===== config.mk =====
export PLATFORM = sky130hd
export DESIGN_NAME = sd_cmd_ctrl
export DESIGN_NICKNAME = d
export VERILOG_FILES = /design/src/sd_cmd_pkg.sv /design/src/sd_cmd_decode.sv /design/src/sd_cmd_execute.sv /design/src/sd_cmd_result.sv /design/src/sd_cmd_ctrl.sv
export SDC_FILE = /design/constraint.sdc
export NUM_CORES = 1
export LEC_CHECK = 0
export BUFFER_PORTS_ARGS = -buffer_cell sky130_fd_sc_hd__buf_2
export CAP_MARGIN = 5
export CORE_ASPECT_RATIO = 1.5
export CORE_MARGIN = 2
export CORE_UTILIZATION = 33
export CTS_CLUSTER_DIAMETER = 60
export CTS_CLUSTER_SIZE = 25
export DETAILED_ROUTE_END_ITERATION = 6
export SLEW_MARGIN = 20
export SYNTH_ARGS = -nofsm -noshare
export SYNTH_HDL_FRONTEND = slang
export SYNTH_SLANG_ARGS = --single-unit

===== constraint.sdc =====
create_clock -name sd_clk_i -period 11.9 [get_ports sd_clk_i]
set_clock_uncertainty 0.15 [all_clocks]
set_input_delay 2.38 -clock sd_clk_i [delete_from_list [all_inputs] [get_ports sd_clk_i]]
set_output_delay 2.38 -clock sd_clk_i [all_outputs]
set_load 0.02 [all_outputs]

===== src/sd_cmd_pkg.sv =====
package sd_cmd_pkg;

    localparam int CMD_ARG_W  = 32;
    localparam int CMD_IDX_W  = 6;
    localparam int FRAME_W    = 48;
    localparam int LONG_RSP_W = 136;
    localparam int RSP_W      = 120;
    localparam int CRC_W      = 7;
    localparam int NCR_MIN    = 2;
    localparam int NCR_MAX    = 64;

    // Start bit, transmission bit, index and argument
    localparam int HEAD_W     = FRAME_W - CRC_W - 1;
    // Start, transmission and reserved bits ahead of a long response body
    localparam int LONG_HDR_W = 8;
    localparam int CNT_W      = $clog2(LONG_RSP_W);

    // x^7 + x^3 + 1 with the x^7 term implied
    localparam logic [CRC_W-1:0] CRC_POLY = 7'h09;

    typedef enum logic [1:0] {
        RSP_NONE  = 2'd0,
        RSP_SHORT = 2'd1,
        RSP_LONG  = 2'd2
    } rsp_kind_e;

    typedef struct packed {
        logic [CMD_IDX_W-1:0] index;
        logic [CMD_ARG_W-1:0] argument;
        rsp_kind_e            rsp_kind;
        logic                 check_index;
        logic                 check_crc;
    } cmd_req_t;

    typedef struct packed {
        logic [HEAD_W-1:0] head;
        rsp_kind_e         rsp_kind;
    } cmd_frame_t;

    // Raw bits are right aligned, start bit of a short response at bit 47
    typedef struct packed {
        logic [LONG_RSP_W-1:0] raw;
        logic [CRC_W-1:0]      crc;
        logic                  timeout;
    } rx_word_t;

    typedef struct packed {
        logic complete;
        logic timeout_err;
        logic crc_err;
        logic index_err;
        logic end_err;
    } cmd_status_t;

    function automatic logic [CRC_W-1:0] crc7_next(
        input logic [CRC_W-1:0] crc,
        input logic             din
    );
        logic fb;
        fb = din ^ crc[CRC_W-1];
        return {crc[CRC_W-2:0], 1'b0} ^ (fb ? CRC_POLY : '0);
    endfunction

endpackage


===== src/sd_cmd_decode.sv =====
`timescale 1ns/1ns

module sd_cmd_decode (
    input  logic                             sd_clk_i,
    input  logic                             rst_n_i,
    input  logic                             req_i,
    input  sd_cmd_pkg::cmd_req_t             cmd_i,
    output logic                             ack_o,
    output logic                             start_o,
    output sd_cmd_pkg::cmd_frame_t           frame_o,
    input  logic                             done_i,
    output logic [1:0]                       check_o,
    output logic [sd_cmd_pkg::CMD_IDX_W-1:0] exp_index_o
);
    import sd_cmd_pkg::*;

    typedef enum logic [1:0] {
        ST_IDLE = 2'd0,
        ST_BUSY = 2'd1,
        ST_ACK  = 2'd2
    } state_e;

    state_e   state_q;
    logic     req_q;
    logic     new_req;
    cmd_req_t cmd_q;

    // Only a fresh rising edge of req starts a command
    assign new_req = req_i && !req_q && (state_q == ST_IDLE);

    always_ff @(posedge sd_clk_i or negedge rst_n_i) begin
        if (!rst_n_i) begin
            state_q <= ST_IDLE;
            req_q   <= 1'b0;
            start_o <= 1'b0;
        end else begin
            req_q   <= req_i;
            start_o <= new_req;
            case (state_q)
                ST_IDLE: begin
                    if (new_req) begin
                        state_q <= ST_BUSY;
                    end
                end
                ST_BUSY: begin
                    if (done_i) begin
                        state_q <= ST_ACK;
                    end
                end
                ST_ACK: begin
                    // Hold ack for as long as the host keeps req up
                    if (!req_i) begin
                        state_q <= ST_IDLE;
                    end
                end
                default: state_q <= ST_IDLE;
            endcase
        end
    end

    always_ff @(posedge sd_clk_i) begin
        if (new_req) begin
            cmd_q <= cmd_i;
        end
    end

    assign ack_o = (state_q == ST_ACK);

    assign frame_o = '{
        head:     {1'b0, 1'b1, cmd_q.index, cmd_q.argument},
        rsp_kind: cmd_q.rsp_kind
    };

    assign check_o     = {cmd_q.check_index, cmd_q.check_crc};
    assign exp_index_o = cmd_q.index;

endmodule


===== src/sd_cmd_execute.sv =====
`timescale 1ns/1ns

module sd_cmd_execute (
    input  logic                   sd_clk_i,
    input  logic                   rst_n_i,
    input  logic                   start_i,
    input  sd_cmd_pkg::cmd_frame_t frame_i,
    output logic                   cmd_o,
    output logic                   cmd_oe_o,
    input  logic                   cmd_i,
    output logic                   done_o,
    output sd_cmd_pkg::rx_word_t   rx_o
);
    import sd_cmd_pkg::*;

    typedef enum logic [2:0] {
        ST_IDLE   = 3'd0,
        ST_TX     = 3'd1,
        ST_TURN   = 3'd2,
        ST_WAIT   = 3'd3,
        ST_RX     = 3'd4,
        ST_FINISH = 3'd5
    } state_e;

    state_e                state_q;
    rsp_kind_e             kind_q;
    logic [CNT_W-1:0]      cnt_q;
    logic                  timeout_q;
    logic [HEAD_W-1:0]     tx_shift_q;
    logic [CRC_W-1:0]      crc_q;
    logic [LONG_RSP_W-1:0] rx_shift_q;
    logic [CNT_W-1:0]      rx_last;
    logic                  covered;

    // Index of the last response bit, counting the start bit as 0
    assign rx_last = (kind_q == RSP_LONG) ? CNT_W'(LONG_RSP_W - 1) : CNT_W'(FRAME_W - 1);

    // Bits that feed the response CRC
    always_comb begin
        if (kind_q == RSP_LONG) begin
            covered = (cnt_q >= LONG_HDR_W) && (cnt_q < LONG_RSP_W - LONG_HDR_W);
        end else begin
            covered = (cnt_q < HEAD_W);
        end
    end

    always_ff @(posedge sd_clk_i or negedge rst_n_i) begin
        if (!rst_n_i) begin
            state_q   <= ST_IDLE;
            kind_q    <= RSP_NONE;
            cnt_q     <= '0;
            timeout_q <= 1'b0;
            cmd_o     <= 1'b1;
            cmd_oe_o  <= 1'b0;
        end else begin
            case (state_q)
                ST_IDLE: begin
                    if (start_i) begin
                        state_q   <= ST_TX;
                        kind_q    <= frame_i.rsp_kind;
                        timeout_q <= 1'b0;
                        cmd_oe_o  <= 1'b1;
                        cmd_o     <= frame_i.head[HEAD_W-1];
                        cnt_q     <= CNT_W'(1);
                    end
                end
                ST_TX: begin
                    if (cnt_q < HEAD_W) begin
                        cmd_o <= tx_shift_q[HEAD_W-1];
                    end else if (cnt_q < FRAME_W - 1) begin
                        cmd_o <= crc_q[CRC_W-1];
                    end else begin
                        // End bit, then the line idles high
                        cmd_o <= 1'b1;
                    end
                    if (cnt_q == FRAME_W) begin
                        cmd_oe_o <= 1'b0;
                        cnt_q    <= '0;
                        state_q  <= (kind_q == RSP_NONE) ? ST_FINISH : ST_TURN;
                    end else begin
                        cnt_q <= cnt_q + 1'b1;
                    end
                end
                ST_TURN: begin
                    if (cnt_q == NCR_MIN - 1) begin
                        cnt_q   <= '0;
                        state_q <= ST_WAIT;
                    end else begin
                        cnt_q <= cnt_q + 1'b1;
                    end
                end
                ST_WAIT: begin
                    if (!cmd_i) begin
                        cnt_q   <= CNT_W'(1);
                        state_q <= ST_RX;
                    end else if (cnt_q == NCR_MAX - 1) begin
                        timeout_q <= 1'b1;
                        state_q   <= ST_FINISH;
                    end else begin
                        cnt_q <= cnt_q + 1'b1;
                    end
                end
                ST_RX: begin
                    if (cnt_q == rx_last) begin
                        state_q <= ST_FINISH;
                    end else begin
                        cnt_q <= cnt_q + 1'b1;
                    end
                end
                ST_FINISH: state_q <= ST_IDLE;
                default:   state_q <= ST_IDLE;
            endcase
        end
    end

    always_ff @(posedge sd_clk_i) begin
        if (state_q == ST_IDLE && start_i) begin
            tx_shift_q <= frame_i.head << 1;
            crc_q      <= crc7_next('0, frame_i.head[HEAD_W-1]);
            rx_shift_q <= '0;
        end else if (state_q == ST_TX) begin
            if (cnt_q < HEAD_W) begin
                tx_shift_q <= tx_shift_q << 1;
                crc_q      <= crc7_next(crc_q, tx_shift_q[HEAD_W-1]);
            end else begin
                crc_q <= crc_q << 1;
            end
        end else if (state_q == ST_WAIT && !cmd_i) begin
            // A zero start bit leaves a cleared CRC unchanged
            crc_q      <= '0;
            rx_shift_q <= {rx_shift_q[LONG_RSP_W-2:0], cmd_i};
        end else if (state_q == ST_RX) begin
            rx_shift_q <= {rx_shift_q[LONG_RSP_W-2:0], cmd_i};
            if (covered) begin
                crc_q <= crc7_next(crc_q, cmd_i);
            end
        end
    end

    assign done_o = (state_q == ST_FINISH);

    assign rx_o = '{
        raw:     rx_shift_q,
        crc:     crc_q,
        timeout: timeout_q
    };

endmodule


===== src/sd_cmd_result.sv =====
`timescale 1ns/1ns

module sd_cmd_result (
    input  logic                             sd_clk_i,
    input  logic                             rst_n_i,
    input  logic                             start_i,
    input  logic                             done_i,
    input  sd_cmd_pkg::rx_word_t             rx_i,
    input  sd_cmd_pkg::rsp_kind_e            rsp_kind_i,
    input  logic [1:0]                       check_i,
    input  logic [sd_cmd_pkg::CMD_IDX_W-1:0] exp_index_i,
    input  sd_cmd_pkg::cmd_status_t          int_en_i,
    output logic [sd_cmd_pkg::RSP_W-1:0]     rsp_o,
    output sd_cmd_pkg::cmd_status_t          status_o,
    output logic                             interrupt_o
);
    import sd_cmd_pkg::*;

    logic                 chk_index;
    logic                 chk_crc;
    logic                 has_rsp;
    logic [CRC_W-1:0]     rx_crc;
    logic [CMD_IDX_W-1:0] rx_index;
    cmd_status_t          status_d;
    logic [RSP_W-1:0]     rsp_d;

    assign {chk_index, chk_crc} = check_i;

    // Field checks only make sense when a response actually arrived
    assign has_rsp  = (rsp_kind_i != RSP_NONE) && !rx_i.timeout;
    assign rx_crc   = rx_i.raw[CRC_W:1];
    assign rx_index = rx_i.raw[FRAME_W-3 -: CMD_IDX_W];

    always_comb begin
        status_d             = '0;
        status_d.complete    = 1'b1;
        status_d.timeout_err = rx_i.timeout;
        status_d.crc_err     = has_rsp && chk_crc && (rx_crc != rx_i.crc);
        status_d.index_err   = has_rsp && chk_index && (rsp_kind_i == RSP_SHORT) &&
                               (rx_index != exp_index_i);
        status_d.end_err     = has_rsp && !rx_i.raw[0];
    end

    always_comb begin
        case (rsp_kind_i)
            RSP_SHORT: rsp_d = RSP_W'(rx_i.raw[HEAD_W-1:CRC_W+1]);
            RSP_LONG:  rsp_d = rx_i.raw[LONG_RSP_W-LONG_HDR_W-1 -: RSP_W];
            default:   rsp_d = '0;
        endcase
    end

    always_ff @(posedge sd_clk_i or negedge rst_n_i) begin
        if (!rst_n_i) begin
            status_o <= '0;
            rsp_o    <= '0;
        end else if (start_i) begin
            status_o <= '0;
        end else if (done_i) begin
            status_o <= status_d;
            rsp_o    <= rsp_d;
        end
    end

    assign interrupt_o = |(status_o & int_en_i);

endmodule


===== src/sd_cmd_ctrl.sv =====
`timescale 1ns/1ns

module sd_cmd_ctrl (
    input  logic                         sd_clk_i,
    input  logic                         rst_n_i,
    input  logic                         req_i,
    input  sd_cmd_pkg::cmd_req_t         cmd_i,
    output logic                         ack_o,
    output logic                         sd_cmd_o,
    input  logic                         sd_cmd_i,
    output logic                         sd_cmd_oe_o,
    input  sd_cmd_pkg::cmd_status_t      int_en_i,
    output logic [sd_cmd_pkg::RSP_W-1:0] rsp_o,
    output sd_cmd_pkg::cmd_status_t      status_o,
    output logic                         interrupt_o
);
    import sd_cmd_pkg::*;

    logic                 start;
    cmd_frame_t           frame;
    logic                 done;
    rx_word_t             rx;
    logic [1:0]           check;
    logic [CMD_IDX_W-1:0] exp_index;

    sd_cmd_decode u_decode (
        .sd_clk_i    (sd_clk_i),
        .rst_n_i     (rst_n_i),
        .req_i       (req_i),
        .cmd_i       (cmd_i),
        .ack_o       (ack_o),
        .start_o     (start),
        .frame_o     (frame),
        .done_i      (done),
        .check_o     (check),
        .exp_index_o (exp_index)
    );

    sd_cmd_execute u_execute (
        .sd_clk_i (sd_clk_i),
        .rst_n_i  (rst_n_i),
        .start_i  (start),
        .frame_i  (frame),
        .cmd_o    (sd_cmd_o),
        .cmd_oe_o (sd_cmd_oe_o),
        .cmd_i    (sd_cmd_i),
        .done_o   (done),
        .rx_o     (rx)
    );

    sd_cmd_result u_result (
        .sd_clk_i    (sd_clk_i),
        .rst_n_i     (rst_n_i),
        .start_i     (start),
        .done_i      (done),
        .rx_i        (rx),
        .rsp_kind_i  (frame.rsp_kind),
        .check_i     (check),
        .exp_index_i (exp_index),
        .int_en_i    (int_en_i),
        .rsp_o       (rsp_o),
        .status_o    (status_o),
        .interrupt_o (interrupt_o)
    );

endmodule


# After elaboration in Yosys (flattened, before gate mapping)
# Index checks and enable logic that the tools add are counted.
[totals]
wordCells = 152
input_bits = 51
reg_bits = 361
output_inout_bits = 129
[op_classes]
eq_ne = 28
n_reduce_logical = 42
order_cmp = 4
mux = 46
add_sub_neg = 1
bitwise_logic = 7
[op_table]
columns = ["op", "n"]
rows = [
  ["$mux 128", 2],
  ["$pmux 120 s2", 1],
  ["$mux 39", 3],
  ["$mux 8", 7],
  ["$pmux 8 s5", 1],
  ["$mux 7", 5],
  ["$mux 3", 7],
  ["$eq 8x6->1 const B", 2],
  ["$lt 8x6->1 const B", 2],
  ["$pmux 3 s5", 1],
  ["$reduce_and 2->1", 7],
  ["$reduce_bool 2->1", 7],
  ["$xor 7x7->7", 2],
  ["$logic_and 1x1->1", 12],
  ["$mux 5", 2],
  ["$ne 2x1->1 const B", 5],
  ["$ne 2x2->1 const B", 5],
  ["$add 8x1->8 const B", 1],
  ["$eq 8x1->1 const B", 1],
  ["$eq 8x8->1", 1],
  ["$ge 8x4->1 const B", 1],
  ["$lt 8x8->1 const B", 1],
  ["$mux 1", 8],
  ["$mux 4", 2],
  ["24 further kinds", 42],
]

# Depth between registers and ports, before layout
[depth]
depth_word = 7
ltp_mapped = 9
mapped_depth_nobuf = 7

# Hierarchy
# From an unflattened synthesis, not the netlist that was laid out.
[unflattened]
cells_unflattened = 1490
hier_area_um2 = 14510.2
[modules_own_cells]
columns = ["mod", "cells_each", "seq_area_each_um2", "n_inst", "area_per_inst_um2"]
rows = [
  ["sd_cmd_execute", 926, 4505.6, 1, 7968.9],
  ["sd_cmd_result", 502, 3128.0, 1, 5061.1],
  ["sd_cmd_decode", 62, 1361.3, 1, 1480.2],
]

# Worst setup path after synthesis
# Ideal clock, no wire load.
[synth_path]
path_kind = "input to register"
from = "in req_i"
to = "reg u_decode.cmd_q, in the netlist u_decode.check_o[0], enable pin"
path_slack_ps = 5863
cell_stages = 2
t_required_ps = 11253
arrival_time_ps = 5390
path_cell_list = "nand2b_1 -> nor3_1"
[synth_via]
elab_chain_cells = 2
[synth_rtl]
columns = ["item", "line", "source"]
rows = [
  ["start, declared", "sd_cmd_ctrl.sv:6", "input logic req_i,"],
  ["$logic_and 1x1->1 (2 in series)", "sd_cmd_decode.sv:29", "assign new_req = req_i && !req_q && (state_q == ST_IDLE);"],
  ["named net u_decode.new_req", "sd_cmd_decode.sv:25", "logic new_req;"],
  ["end signal, assigned", "sd_cmd_decode.sv:63", "cmd_q <= cmd_i;"],
  ["end, declared", "sd_cmd_decode.sv:26", "cmd_req_t cmd_q;"],
]
# The timed path passes the listed nets, and every way through them passes these cells.
# A chain may end at the register's enable or synchronous reset.

# Final worst setup path
[layout_path]
from = "in int_en_i[1] (netlist bit)"
to = "out interrupt_o"
[layout_via]
elab_chain_cells = 2
[layout_rtl]
columns = ["item", "line", "source"]
rows = [
  ["start, declared", "sd_cmd_ctrl.sv:12", "input sd_cmd_pkg::cmd_status_t int_en_i,"],
  ["$and 5x5->5", "sd_cmd_result.sv:64", "assign interrupt_o = |(status_o & int_en_i);"],
  ["$reduce_or 5->1", "sd_cmd_result.sv:64", ""],
  ["end, declared", "sd_cmd_ctrl.sv:15", "output logic interrupt_o"],
]
# Every way passes these cells.

==> results.yml <==
timing:
  holdWs_ns: 0.303
  fmax_ghz: 0.177
  timing.final.crit_share_pct: 47.4
  period_needed_ns: 5.64
  drv_slew: 0
  worst_pin_slew_ns: 1.09
  maxSlewHeadroom_pct: 27.1
  setup_violations: 0
  finalSetupTns_ns: 0
  rsz0062_at_grt: "false"
  hold_violations: 0
cts:
  post_cts_buffers: 0
  cts.root.buffer_cell: "clkbuf_16"
  cts_hold_buf: 0
  clock-sinks: 361
  cts.clk_slew.worst_paths_ns: 0.10
  htreeDepth: 1
  clk-insertion-delay-late_ns: 0.54
  numCtsBuffers: 23
  post_cts_resized: 0
  clk_path_buf_depth: 3
  cts_tree: "done"
global_route:
  grt.total_usage_pct: 13.7
  grt_max_degree: 137
  grt.overflow.total: 0
  antenna_found_initial: 0
  grt_pass1_wl_um: 50900
  grt_pass1_vias: 10200
setup_path:
  crit_arrival_ns: 3.11
  crit_type: "in2out"
  worstSetupEndpointType: "output pin"
  crit_fanout: 1
  required_ns: 9.37
  worst_setup_path_start_kind: "input pin"
status:
  outcome: "finished, final reports clean"
synthesis:
  synth_top_cell_area_share_pct: 25.5
  synth_seq_cells: 361
  synth_nets: 1580
  avgSynthCellArea_um2: 9.27
  synth_edf_count: 80
  syn_inst: 1523
  yosys_warnings: 0
  synth_area_leaders: "dfrtp_1, dfxtp_1, edfxtp_1"
  yosysMostFrequentCell: "nand2_1"
  yosys-top-cells-count: "nand2_1, dfrtp_1, a21oi_1, dfxtp_1, o21ai_0"
  synth_ff_type: "dfrtp_1"
  synthArstFlopShare_pct: 40.2
  synth_cell_types: 66
  synth_top_cell_by_area: "dfrtp_1"
  synth.cell_area_mm2: 0.0141
  ys_seq_area_share_pct: 62.0
route:
  wl_per_cell_um: 14.0
  dr_total_vias: 10400
  drt_iter0_markers: 680
  dr.pass1.iters: 5
  drt.antenna.violating_nets: 0
  drcViolationCount: 0
  avgViaCountPerCell: 4.69
  drt-total-wl_um: 31100
floorplan:
  io_pins: 180
  die-area_mm2: 0.0445
  coreArea_mm2: 0.0421
  start_util_pct: 33.5
  fp.dieW_um: 173
  die_h_um: 257
  rows: 92
final_layout:
  fin_nets: 1692
  final_area_mm2: 0.0162
  diodes: 0
  final_layout_size_suffix_gt1_share_pct: 15.3
  layout-area-overhead-vs-synth_pct: 15.0
placement:
  postPlaceCellArea_mm2: 0.0154
  portBuffers: 179
  gp_congestion: 0.821
  dpl.hpwl_um: 20100
power:
  p_leak_nw: 6.72
  ir_drop_mv: 0.114
  power_density_mw_per_mm2: 189
min_path:
  hp-class: "reg2reg"
job:
  maxCapViolations: 0
[per-stage QoR]
stage               util, %  setup slack (ns)  total power [mW]  instances
floorplan                 -              5.86              2.07       1523
CTS                    38.5              6.07              3.12       2213
finish                 38.5              6.26              3.07       2213
detailed placement     36.7              6.07              2.25       2174
global route           38.5              6.06              3.25       2213
global placement       36.6              6.08              2.22       2173
[power by group]
group	leakage, nW	internal (mW)	switching, mW
Clock	0.371	0.404	0.459
Combinational	2.50	0.201	0.448
Sequential	3.85	1.45	0.103
[cell usage in the layout, fill, tap and decap left out, drive strengths merged, types with 3 or more instances in the layout]
cell type,synthesis,routed
clkinvlp,0,3
dfrtp,144,144
o21ai,130,130
or3b,4,4
a21oi,138,138
edfxtp,80,80
buf,36,191
and2,3,3
xor2,10,10
a31oi,5,5
nand2,629,629
clkinv,0,4
nor3,6,6
nor2b,4,4
inv,11,16
o31ai,6,6
ha,6,6
nor4,3,3
xnor2,9,9
nand3,8,8
nand2b,5,5
or3,4,4
o21bai,3,3
dfxtp,136,136
nor2,22,22
and3,4,4
o41ai,5,5
clkbuf,68,26
mux2i,8,8
nand4,5,5
[state kept, by name (all words and copies together) (netlist names), 2 cells and up]
name,count
u_execute.rx_shift_q,128
u_result.rsp_o,120
u_execute.tx_shift_q,39
u_decode.frame_o,34
u_execute.cnt_q,8
u_execute.crc_q,7
u_decode.exp_index_o,6
u_result.status_o,5
u_execute.state_q,3
u_decode.check_o,2
u_decode.state_q,2
u_execute.kind_q,2
[final timing paths]
kind | start | to | slack, ns | cells past startpoint
min in group asynchronous | rst_n_i | u_result.status_o[4] | 1.71 | 1
max | int_en_i[1] | interrupt_o | 6.26 | 4
max in group asynchronous | rst_n_i | u_result.rsp_o[30] | 8.48 | 2
min reg2reg | u_execute.rx_shift_q[127] | u_result.rsp_o[119] | 0.30 | 2
min | u_execute.rx_shift_q[127] | u_result.rsp_o[119] | 0.30 | 2
max reg2reg | u_execute.state_q[0] | u_result.rsp_o[4] | 8.57 | 6
[critical path: stages]
cell	delay [ns]
buf_2	0.10
a22oi_1	0.37
nand2_1	0.09
buf_2	0.17
[cell type report]
type | instances | area [um2]
inverter | 11 | 41.3
multi-input combinational | 1047 | 4930
sequential | 361 | 8750
timing repair buffer | 191 | 1020
clock inverter | 13 | 203
fill | 4294 | 25900
tap | 564 | 706
clock buffer | 26 | 587
[logic make-up (layout without fill, tap and decap cells)]
kind of cell | count (synthesis) | in the layout | share of synthesized area, %
compound gates | 308 | 308 | 12.3
xor+xnor | 19 | 19 | 1.18
fa+ha+maj | 6 | 6 | 0.532
buf+inv | 115 | 241 | 3.42
flops | 361 | 361 | 62.0
mux | 9 | 9 | 0.647
simple gates | 705 | 705 | 20.0
[routing by layer]
metal  global-route usage (%)  routed length, um
met5                        0                  0
met4                     5.06                937
met3                     1.82               1180
met2                     25.6              15800
met1                     15.8              13100
Note: power is estimated with default switching activity, not from simulation.
